===== src/cpuPkg.sv =====
package cpuPkg;

  typedef logic [31:0]       wordT;    // Data and address word
  typedef logic [2:0]        regIdxT;  // Low bits of each register byte
  typedef logic signed [3:0] stepT;    // Stack pointer step

  localparam int NumRegs   = 8;
  localparam int StackReg  = 0;  // Stack pointer lives here
  localparam int FlagReg   = 1;  // Compare flags live here
  localparam int WordBytes = 4;

  // Instruction word field positions
  localparam int OpcodeLsb = 0;
  localparam int Reg1Lsb   = 8;
  localparam int Reg2Lsb   = 16;
  localparam int Reg3Lsb   = 24;

  // Flag register bits
  localparam int FlagEq = 0;
  localparam int FlagLt = 1;
  localparam int FlagGt = 2;

  typedef enum logic [7:0] {
    movRC   = 8'h01, movRR   = 8'h02, movRdC  = 8'h03, movRdRo = 8'h04,
    movdCR  = 8'h05, movdRoR = 8'h06, pushR   = 8'h07, popR    = 8'h08,
    callR   = 8'h09, ret     = 8'h0a, cmpRR   = 8'h0b, cmpRC   = 8'h0c,
    jmpC    = 8'h0d, jeC     = 8'h0e, jneC    = 8'h0f, jzRC    = 8'h10,
    jnzRC   = 8'h11, addRRC  = 8'h12, addRRR  = 8'h13, subRRC  = 8'h14,
    subRRR  = 8'h15, incR    = 8'h16, decR    = 8'h17, negRR   = 8'h18,
    doutR   = 8'h19, stall   = 8'h1a
  } opcodeT;

  typedef enum logic [3:0] {
    idle, fetchReq, fetchWait, decode, operandRead,
    wordReq, wordWait, memReq, memWait, execute
  } seqStateT;

  // Opcodes followed by a constant word
  function automatic logic Is8Byte(opcodeT op);
    case (op)
      movRC, movRdC, movRdRo, movdCR, movdRoR, cmpRC,
      jmpC, jeC, jneC, jzRC, jnzRC, addRRC, subRRC: return 1'b1;
      default:                                      return 1'b0;
    endcase
  endfunction

  // Opcodes that need a data transfer after fetch
  function automatic logic IsMemOp(opcodeT op);
    case (op)
      movRdC, movRdRo, movdCR, movdRoR, pushR, popR, callR, ret: return 1'b1;
      default:                                                   return 1'b0;
    endcase
  endfunction

endpackage


===== src/memReqIf.sv =====
`timescale 1ns/1ps

// One memory transfer from the sequencer to the APB master
interface memReqIf;
  logic         start;  // One-cycle request pulse
  logic         write;
  cpuPkg::wordT addr;
  cpuPkg::wordT wdata;
  cpuPkg::wordT rdata;  // Valid with done
  logic         done;   // One-cycle completion pulse

  modport sequencer (output start, write, addr, wdata, input rdata, done);
  modport master (input start, write, addr, wdata, output rdata, done);
endinterface

// Register file access shared by control, datapath and storage
interface regBankIf;
  cpuPkg::regIdxT rdIdx1, rdIdx2, rdIdx3;
  cpuPkg::wordT   rdData1, rdData2, rdData3;
  cpuPkg::wordT   sp;        // Full register 0
  cpuPkg::wordT   flags;     // Full register 1
  logic           wrEn;
  cpuPkg::regIdxT wrIdx;
  cpuPkg::wordT   wrData;
  logic           spEn;
  cpuPkg::stepT   spStep;
  logic           flagEn;
  cpuPkg::wordT   flagData;

  modport ctrl (output rdIdx1, rdIdx2, rdIdx3, wrEn, wrIdx, spEn, flagEn);
  modport data (input rdData1, rdData2, rdData3, sp, flags, output spStep, flagData);
  modport bank (
    input  rdIdx1, rdIdx2, rdIdx3, wrEn, wrIdx, wrData, spEn, spStep, flagEn, flagData,
    output rdData1, rdData2, rdData3, sp, flags
  );
endinterface


===== src/apbMaster.sv =====
`timescale 1ns/1ps

module apbMaster (
  input  logic         clk,
  input  logic         reset,
  memReqIf.master      mem,
  output logic         psel,
  output logic         penable,
  output logic         pwrite,
  output cpuPkg::wordT paddr,
  output cpuPkg::wordT pwdata,
  input  cpuPkg::wordT prdata,
  input  logic         pready
);

  logic         doneQ;
  cpuPkg::wordT rdataQ;
  logic         accessDone;

  assign accessDone = psel && penable && pready;
  assign mem.done   = doneQ;
  assign mem.rdata  = rdataQ;

  always_ff @(posedge clk or posedge reset) begin
    if (reset) begin
      psel    <= 1'b0;
      penable <= 1'b0;
      pwrite  <= 1'b0;
      doneQ   <= 1'b0;
    end else begin
      doneQ <= accessDone;
      if (mem.start) begin
        psel    <= 1'b1;  // Setup phase
        penable <= 1'b0;
        pwrite  <= mem.write;
      end else if (psel && !penable) begin
        penable <= 1'b1;  // Access phase
      end else if (accessDone) begin
        psel    <= 1'b0;
        penable <= 1'b0;
        pwrite  <= 1'b0;
      end
    end
  end

  always_ff @(posedge clk) begin
    if (mem.start) begin
      paddr  <= mem.addr;
      pwdata <= mem.wdata;
    end
    if (accessDone) rdataQ <= prdata;
  end

endmodule


===== src/cpuCore.sv =====
`timescale 1ns/1ps

module cpuCore (
  input  logic         clk,
  input  logic         reset,
  output logic         psel,
  output logic         penable,
  output logic         pwrite,
  output cpuPkg::wordT paddr,
  output cpuPkg::wordT pwdata,
  input  cpuPkg::wordT prdata,
  input  logic         pready,
  output cpuPkg::wordT debugValue,
  output logic         debugValid
);

  cpuPkg::opcodeT opcode;
  cpuPkg::wordT   constWord;
  cpuPkg::wordT   memData;
  cpuPkg::wordT   ip;
  cpuPkg::wordT   memAddr;
  cpuPkg::wordT   storeData;
  cpuPkg::wordT   jumpTarget;
  cpuPkg::wordT   aluResult;
  logic           ipStep;
  logic           ipLoad;
  logic           wide;
  logic           takeBranch;

  memReqIf  memBus ();
  regBankIf rbIf ();

  assign rbIf.wrData = aluResult;  // Destination write data

  instrSequencer uSeq (
    .clk        (clk),
    .reset      (reset),
    .mem        (memBus),
    .regs       (rbIf),
    .opcode     (opcode),
    .constWord  (constWord),
    .memData    (memData),
    .ipStep     (ipStep),
    .ipLoad     (ipLoad),
    .wide       (wide),
    .debugValid (debugValid),
    .ip         (ip),
    .memAddr    (memAddr),
    .storeData  (storeData),
    .takeBranch (takeBranch)
  );

  instrPointer uIp (
    .clk    (clk),
    .reset  (reset),
    .step   (ipStep),
    .load   (ipLoad),
    .wide   (wide),
    .target (jumpTarget),
    .ip     (ip)
  );

  registerBank uRegs (
    .clk   (clk),
    .reset (reset),
    .regs  (rbIf)
  );

  execUnit uExec (
    .opcode     (opcode),
    .constWord  (constWord),
    .memData    (memData),
    .ip         (ip),
    .regs       (rbIf),
    .result     (aluResult),
    .memAddr    (memAddr),
    .storeData  (storeData),
    .jumpTarget (jumpTarget),
    .takeBranch (takeBranch),
    .debugValue (debugValue)
  );

  apbMaster uApb (
    .clk     (clk),
    .reset   (reset),
    .mem     (memBus),
    .psel    (psel),
    .penable (penable),
    .pwrite  (pwrite),
    .paddr   (paddr),
    .pwdata  (pwdata),
    .prdata  (prdata),
    .pready  (pready)
  );

endmodule


===== src/execUnit.sv =====
`timescale 1ns/1ps

module execUnit (
  input  cpuPkg::opcodeT opcode,
  input  cpuPkg::wordT   constWord,
  input  cpuPkg::wordT   memData,
  input  cpuPkg::wordT   ip,
  regBankIf.data         regs,
  output cpuPkg::wordT   result,
  output cpuPkg::wordT   memAddr,
  output cpuPkg::wordT   storeData,
  output cpuPkg::wordT   jumpTarget,
  output logic           takeBranch,
  output cpuPkg::wordT   debugValue
);

  cpuPkg::wordT cmpRhs;
  logic         isPopLike;

  assign isPopLike = (opcode == cpuPkg::popR) || (opcode == cpuPkg::ret);
  assign cmpRhs    = (opcode == cpuPkg::cmpRC) ? constWord : regs.rdData2;

  // Unsigned compare of first operand
  always_comb begin
    regs.flagData = '0;
    regs.flagData[cpuPkg::FlagEq] = (regs.rdData1 == cmpRhs);
    regs.flagData[cpuPkg::FlagLt] = (regs.rdData1 < cmpRhs);
    regs.flagData[cpuPkg::FlagGt] = (regs.rdData1 > cmpRhs);
  end

  // Stack grows upward
  assign regs.spStep = isPopLike ? -cpuPkg::stepT'(cpuPkg::WordBytes)
                                 : cpuPkg::stepT'(cpuPkg::WordBytes);

  always_comb begin
    case (opcode)
      cpuPkg::movRC:                               result = constWord;
      cpuPkg::movRR:                               result = regs.rdData2;
      cpuPkg::movRdC, cpuPkg::movRdRo, cpuPkg::popR: result = memData;  // Loaded word
      cpuPkg::addRRC:                              result = regs.rdData2 + constWord;
      cpuPkg::addRRR:                              result = regs.rdData2 + regs.rdData3;
      cpuPkg::subRRC:                              result = regs.rdData2 - constWord;
      cpuPkg::subRRR:                              result = regs.rdData2 - regs.rdData3;
      cpuPkg::incR:                                result = regs.rdData1 + cpuPkg::wordT'(1);
      cpuPkg::decR:                                result = regs.rdData1 - cpuPkg::wordT'(1);
      cpuPkg::negRR:                               result = -regs.rdData2;
      default:                                     result = '0;
    endcase
  end

  // Data address
  always_comb begin
    case (opcode)
      cpuPkg::movRdRo:              memAddr = regs.rdData2 + constWord;  // Base in field 2
      cpuPkg::movdRoR:              memAddr = regs.rdData1 + constWord;  // Base in field 1
      cpuPkg::pushR, cpuPkg::callR: memAddr = regs.sp;
      cpuPkg::popR, cpuPkg::ret:    memAddr = regs.sp - cpuPkg::wordT'(cpuPkg::WordBytes);
      default:                      memAddr = constWord;  // Absolute forms
    endcase
  end

  always_comb begin
    case (opcode)
      cpuPkg::pushR: storeData = regs.rdData1;
      cpuPkg::callR: storeData = ip;  // Return address is the call itself
      default:       storeData = regs.rdData2;
    endcase
  end

  // Conditional branches only
  always_comb begin
    case (opcode)
      cpuPkg::jeC:   takeBranch = regs.flags[cpuPkg::FlagEq];
      cpuPkg::jneC:  takeBranch = !regs.flags[cpuPkg::FlagEq];
      cpuPkg::jzRC:  takeBranch = (regs.rdData3 == '0);
      cpuPkg::jnzRC: takeBranch = (regs.rdData3 != '0);
      default:       takeBranch = 1'b0;
    endcase
  end

  always_comb begin
    case (opcode)
      cpuPkg::callR: jumpTarget = regs.rdData1;
      cpuPkg::ret:   jumpTarget = memData + cpuPkg::wordT'(cpuPkg::WordBytes);  // Skip the call
      default:       jumpTarget = constWord;
    endcase
  end

  assign debugValue = regs.rdData1;  // doutR source

endmodule


===== src/instrPointer.sv =====
`timescale 1ns/1ps

module instrPointer (
  input  logic         clk,
  input  logic         reset,
  input  logic         step,    // Advance past current instruction
  input  logic         load,    // Jump, call, ret or taken branch
  input  logic         wide,    // Current instruction has a constant word
  input  cpuPkg::wordT target,
  output cpuPkg::wordT ip
);

  cpuPkg::wordT stride;

  // One or two words
  assign stride = wide ? cpuPkg::wordT'(2 * cpuPkg::WordBytes)
                       : cpuPkg::wordT'(cpuPkg::WordBytes);

  always_ff @(posedge clk or posedge reset) begin
    if (reset) begin
      ip <= '0;
    end else if (load) begin
      ip <= target;  // Load wins over step
    end else if (step) begin
      ip <= ip + stride;
    end
  end

endmodule


===== src/instrSequencer.sv =====
`timescale 1ns/1ps

module instrSequencer (
  input  logic                clk,
  input  logic                reset,
  memReqIf.sequencer          mem,
  regBankIf.ctrl              regs,
  output cpuPkg::opcodeT      opcode,
  output cpuPkg::wordT        constWord,
  output cpuPkg::wordT        memData,
  output logic                ipStep,
  output logic                ipLoad,
  output logic                wide,        // Latched Is8Byte
  output logic                debugValid,
  input  cpuPkg::wordT        ip,
  input  cpuPkg::wordT        memAddr,
  input  cpuPkg::wordT        storeData,
  input  logic                takeBranch
);

  cpuPkg::seqStateT state;
  cpuPkg::regIdxT   field1, field2, field3;
  logic             isMem;      // Latched IsMemOp
  logic             halted;     // Set by stall and cleared only by reset
  logic             inExec;
  logic             isStore;
  logic             isJump;

  assign inExec  = (state == cpuPkg::execute);
  assign isStore = opcode inside {cpuPkg::movdCR, cpuPkg::movdRoR, cpuPkg::pushR, cpuPkg::callR};
  assign isJump  = opcode inside {cpuPkg::jmpC, cpuPkg::callR, cpuPkg::ret};

  // Each request state lasts one cycle
  assign mem.start = (state == cpuPkg::fetchReq) || (state == cpuPkg::wordReq) ||
                     (state == cpuPkg::memReq);
  assign mem.write = (state == cpuPkg::memReq) && isStore;
  assign mem.wdata = storeData;

  always_comb begin
    case (state)
      cpuPkg::wordReq: mem.addr = ip + cpuPkg::wordT'(cpuPkg::WordBytes);  // Constant word
      cpuPkg::memReq:  mem.addr = memAddr;
      default:         mem.addr = ip;
    endcase
  end

  // Register file control
  assign regs.rdIdx1 = field1;
  assign regs.rdIdx2 = field2;
  assign regs.rdIdx3 = field3;
  assign regs.wrIdx  = field1;  // Destination is always the first field
  assign regs.wrEn   = inExec && (opcode inside {
                         cpuPkg::movRC, cpuPkg::movRR, cpuPkg::movRdC, cpuPkg::movRdRo,
                         cpuPkg::popR, cpuPkg::addRRC, cpuPkg::addRRR, cpuPkg::subRRC,
                         cpuPkg::subRRR, cpuPkg::incR, cpuPkg::decR, cpuPkg::negRR});
  assign regs.spEn   = inExec && (opcode inside {
                         cpuPkg::pushR, cpuPkg::popR, cpuPkg::callR, cpuPkg::ret});
  assign regs.flagEn = inExec && (opcode inside {cpuPkg::cmpRR, cpuPkg::cmpRC});

  // Pointer moves at the end of execute
  assign ipLoad = inExec && (isJump || takeBranch);
  assign ipStep = inExec && !ipLoad && (opcode != cpuPkg::stall);  // Stall holds

  always_ff @(posedge clk or posedge reset) begin
    if (reset) begin
      state      <= cpuPkg::idle;
      wide       <= 1'b0;
      isMem      <= 1'b0;
      halted     <= 1'b0;
      debugValid <= 1'b0;
    end else begin
      debugValid <= inExec && (opcode == cpuPkg::doutR);
      case (state)
        cpuPkg::idle:      if (!halted) state <= cpuPkg::fetchReq;
        cpuPkg::fetchReq:  state <= cpuPkg::fetchWait;
        cpuPkg::fetchWait: if (mem.done) state <= cpuPkg::decode;
        cpuPkg::decode: begin
          wide  <= cpuPkg::Is8Byte(opcode);
          isMem <= cpuPkg::IsMemOp(opcode);  // Unknown opcodes give neither
          state <= cpuPkg::operandRead;
        end
        cpuPkg::operandRead: begin
          if (wide)       state <= cpuPkg::wordReq;
          else if (isMem) state <= cpuPkg::memReq;
          else            state <= cpuPkg::execute;
        end
        cpuPkg::wordReq:  state <= cpuPkg::wordWait;
        cpuPkg::wordWait: if (mem.done) state <= isMem ? cpuPkg::memReq : cpuPkg::execute;
        cpuPkg::memReq:   state <= cpuPkg::memWait;
        cpuPkg::memWait:  if (mem.done) state <= cpuPkg::execute;
        cpuPkg::execute: begin
          if (opcode == cpuPkg::stall) begin
            halted <= 1'b1;  // Park until reset
            state  <= cpuPkg::idle;
          end else begin
            state <= cpuPkg::fetchReq;
          end
        end
        default: state <= cpuPkg::idle;
      endcase
    end
  end

  // Instruction and data capture
  always_ff @(posedge clk) begin
    if (state == cpuPkg::fetchWait && mem.done) begin
      opcode <= cpuPkg::opcodeT'(mem.rdata[cpuPkg::OpcodeLsb +: 8]);
      field1 <= mem.rdata[cpuPkg::Reg1Lsb +: $bits(cpuPkg::regIdxT)];
      field2 <= mem.rdata[cpuPkg::Reg2Lsb +: $bits(cpuPkg::regIdxT)];
      field3 <= mem.rdata[cpuPkg::Reg3Lsb +: $bits(cpuPkg::regIdxT)];
    end
    if (state == cpuPkg::wordWait && mem.done) constWord <= mem.rdata;
    if (state == cpuPkg::memWait && mem.done)  memData   <= mem.rdata;  // Load, pop or ret
  end

endmodule


===== src/registerBank.sv =====
`timescale 1ns/1ps

module registerBank (
  input  logic   clk,
  input  logic   reset,
  regBankIf.bank regs
);

  cpuPkg::wordT regFile [cpuPkg::NumRegs];
  cpuPkg::wordT spDelta;

  // Sign-extended stack step
  assign spDelta = cpuPkg::wordT'(regs.spStep);

  // Combinational reads
  assign regs.rdData1 = regFile[regs.rdIdx1];
  assign regs.rdData2 = regFile[regs.rdIdx2];
  assign regs.rdData3 = regFile[regs.rdIdx3];
  assign regs.sp      = regFile[cpuPkg::StackReg];
  assign regs.flags   = regFile[cpuPkg::FlagReg];

  always_ff @(posedge clk or posedge reset) begin
    if (reset) begin
      for (int i = 0; i < cpuPkg::NumRegs; i++) begin
        regFile[i] <= '0;
      end
    end else begin
      if (regs.wrEn) regFile[regs.wrIdx] <= regs.wrData;
      // Later writes win so a pop into r0 keeps the stack update
      if (regs.spEn) regFile[cpuPkg::StackReg] <= regFile[cpuPkg::StackReg] + spDelta;
      if (regs.flagEn) regFile[cpuPkg::FlagReg] <= regs.flagData;
    end
  end

endmodule


===== config.mk =====
export PLATFORM = sky130hd
export DESIGN_NAME = cpuCore
export DESIGN_NICKNAME = d
export VERILOG_FILES = /design/src/cpuPkg.sv /design/src/memReqIf.sv /design/src/apbMaster.sv /design/src/cpuCore.sv /design/src/execUnit.sv /design/src/instrPointer.sv /design/src/instrSequencer.sv /design/src/registerBank.sv
export SDC_FILE = /design/constraint.sdc
export NUM_CORES = 2
export LEC_CHECK = 0
export BUFFER_PORTS_ARGS = -buffer_cell sky130_fd_sc_hd__buf_2
export CAP_MARGIN = 20
export CORE_MARGIN = 10
export CORE_UTILIZATION = 30
export DETAILED_ROUTE_END_ITERATION = 8
export PLACE_DENSITY = 0.55
export SLEW_MARGIN = 20
export SYNTH_ARGS = -nofsm -noshare
export SYNTH_HDL_FRONTEND = slang
export SYNTH_HIERARCHICAL = 1
export SYNTH_SLANG_ARGS = --single-unit

===== constraint.sdc =====
create_clock -name clk -period 7.5 [get_ports clk]
set_input_delay 0.75 -clock clk [delete_from_list [all_inputs] [get_ports clk]]
set_output_delay 0.75 -clock clk [all_outputs]
set_load 0.1 [all_outputs]

==> key figures <==
Setup path
  – CP Max Fanout: 32
  – Worst setup EP type: flop
  – Crit path launch type: flop
  – WP data arrival: approximately 7.7 ns
  – Critical path class: flop to flop
  – CP Data Required Time: 8.06 ns

Cells and area
  – Layout cells sized above 1: 0.219
  – Nets@finish: around 4300
  – Commonest non-fill, non-tap cell in the layout: nand2_1
  – Core Util, Final: 0.332
  – Area growth, synth to finish: 9.75%
  – Final instance area: between 0.04 and 0.05 mm2
  – Most frequent cells in the layout: nand2_1 (354), dfrtp_1 (299), mux2_2 (298)
  – Layout filler cell count: between 10000 and 15000

Detailed routing
  – # DRC: 0
  – Via count: roughly 35000
  – Final ANT Viol Nets: 0
  – Final wirelength: 151000 um
  – Metal2 WL: just under 70000 um
  – Met3 WL: ~11000 um
  – M1 wire length: approximately 65000 um
  – Routed length per placed instance: ~26 um
  – Vias per inst: approximately 6
  – Drt pass-1 iters: 8
  – DR top layer: met5
  – 1st-iter DRT viols: 4002

STA
  – Final Cycle Share: 0.955
  – Normalized max-slew margin: 0.217
  – Final setup fails: 0
  – Slew @ Worst Pin: 1.17 ns
  – Max Clock Freq: ~140 MHz
  – Slew Viols, Final: 0
  – Final Hold Vio Count: 0
  – Hold_ws: between 0.15 and 0.2 ns
  – RSZ-0062 raised after global routing: no
  – Clk_skew: around 0.015 ns
  – Clock period minus worst slack: ~7.2 ns
  – Fin Setup TNS: 0 ns

Power
  – PD cells: 221 mW/mm2
  – Clock Power Share: 0.296
  – Cell Int Power: 5.71 mW
  – Total Power: 9.82 mW
  – Reg power frac: 0.360
  – Switch share: 0.418
  – Gate power share: 0.344
  – Lkg Pwr: 17.9 nW
  – Worst VDD drop: a little over 0.2 mV
  – P_sw: 4.10 mW

Clock network
  – CTS tree: yes
  – Cts bufs inserted: 55
  – CTS Hold Bufs: 0
  – Root Driver: clkbuf_16
  – Clock sink total: around 480
  – Clk_lat worst skew: 0.65 ns
  – Htree depth: 2
  – Clock Tree Buf Depth: 3
  – Clock Pin Slew Worst Setup and Hold Paths: roughly 0.060 ns

Placement
  – GPL Wtd Cong: 0.963
  – PortBufs: about 130
  – Placed Area: 0.0425 mm2
  – HPWL Detailed: between 100000 and 150000 um

Synth
  – Ys Warns: 6
  – Synthesized area: 0.0405 mm2
  – Synthesized netlist cell count: about 4100
  – Synth Area per Inst: 9.95 um2

Floorplan
  – Die H: between 300 and 400 um
  – # IOs: roughly 140
  – Die area: 0.150 mm2
  – Initial Util: 0.303
  – FP Rows: between 100 and 150
  – Core box area: 0.134 mm2
  – Die X: between 300 and 400 um

Run status
  – Status: completed

Hold path
  – HP Class: input pin to async pin

Run
  – Max Cap Viol: 0

Global routing
  – GRT Total Usage: 0.191
  – First-pass GRT wire length: approximately 220000 um
  – GRT overflow: 0
  – Antenna violations before repair: 9
  – Largest net degree at the start of global routing: roughly 160
  – Vias in the first global route: around 33000
==> cell type report <==
cell class / instances / area (um2) / share of cell area
well taps: 1768 / 2210 / 0.0497
clock inverters: 26 / 348 / 0.00782
diodes: 1 / 2.50 / 0.0000563
inverters: 67 / 255 / 0.00574
clock buffers: 72 / 1560 / 0.0351
repair buffers: 232 / 1480 / 0.0332
flip-flops and latches: 479 / 12900 / 0.289
multi-input cells: 3184 / 25800 / 0.579
==> flip-flops by register name, indices dropped and copies added (netlist names), named ones only <==
register	cells
uRegs/regFile	192
uApb/mem.rdata	32
uApb/paddr	32
uApb/pwdata	32
uIp/ip	32
uRegs/regs.flags	32
uRegs/regs.sp	32
uSeq/constWord	32
uSeq/memData	32
uSeq/opcode	8
uSeq/state	4
uSeq/regs.rdIdx1	3
uSeq/regs.rdIdx2	3
uSeq/regs.rdIdx3	3
uApb/mem.done	1
uApb/penable	1
uApb/psel	1
uApb/pwrite	1
uSeq/debugValid	1
uSeq/halted	1
uSeq/isMem	1
uSeq/wide	1
==> timing repair <==
action | 4_1_cts | 5_1_grt
gates resized for setup | 0 | 6
setup endpoints to repair | 0 | 41
buffers inserted | 0 | 1
==> per-stage QoR <==
| step | worst slack [ns] | std cells |
|---|---|---|
| 2_1_floorplan | 0.794 | 4104 |
| 3_3_place_gp | 0.166 | 5728 |
| 3_5_place_dp | 0.0880 | 5729 |
| 4_1_cts | 0.0445 | 5827 |
| 5_1_grt | 0.123 | 5828 |
| 6_report | 0.336 | 5829 |
==> power by group through the flow <==
stage | registers [mW] | clock network [mW] | logic [mW]
global placement | 3.57 | 0 | 3.33
CTS | 3.53 | 2.96 | 3.36
detailed placement | 3.57 | 0 | 3.35
floorplan | 4.44 | 0 | 1.69
finish | 3.53 | 2.91 | 3.38
global route | 3.58 | 3.07 | 3.59
==> final timing paths <==
| check | from | to | slack [ns] | cells past startpoint |
|---|---|---|---|---|
| max in group asynchronous | reset | uRegs/regFile[145] | 5.20 | 4 |
| worst max register to register | uSeq/regs.rdIdx3[1] | uIp/ip[31] | 0.34 | 18 |
| worst min-delay path | reset | uApb/pwrite | 0.15 | 2 |
| min in group clk | prdata[5] | uApb/mem.rdata[5] | 0.27 | 1 |
| worst max-delay path | uSeq/regs.rdIdx3[1] | uIp/ip[31] | 0.34 | 18 |
| worst min register to register | flop | uSeq/isMem | 0.44 | 2 |
==> metal layers <==
| layer | vias to the layer above | global-route usage |
|---|---|---|
| li1 | 15500 | - |
| met1 | 17500 | 0.259 |
| met2 | 1576 | 0.304 |
| met3 | 292 | 0.0328 |
| met4 | 2 | 0.0703 |
| met5 | - | 0 |
==> worst max-delay path, cell delays in order (launching register included) <==
cell and delay [ns]:
edfxtp_1 0.62, buf_4 0.46, buf_6 0.40, mux4_2 0.35, mux2_2 0.35, or4_1 0.61
nor3_1 0.44, nand2_1 0.30, nor4_1 0.50, buf_4 0.24, a211oi_1 0.08, a21oi_1 0.14
a21oi_1 0.16, a21oi_1 0.23, and3_1 0.35, nand4_1 0.29, or3_1 0.71, or4_1 0.60
a31oi_1 0.19
(Power assumes the default switching activity.)
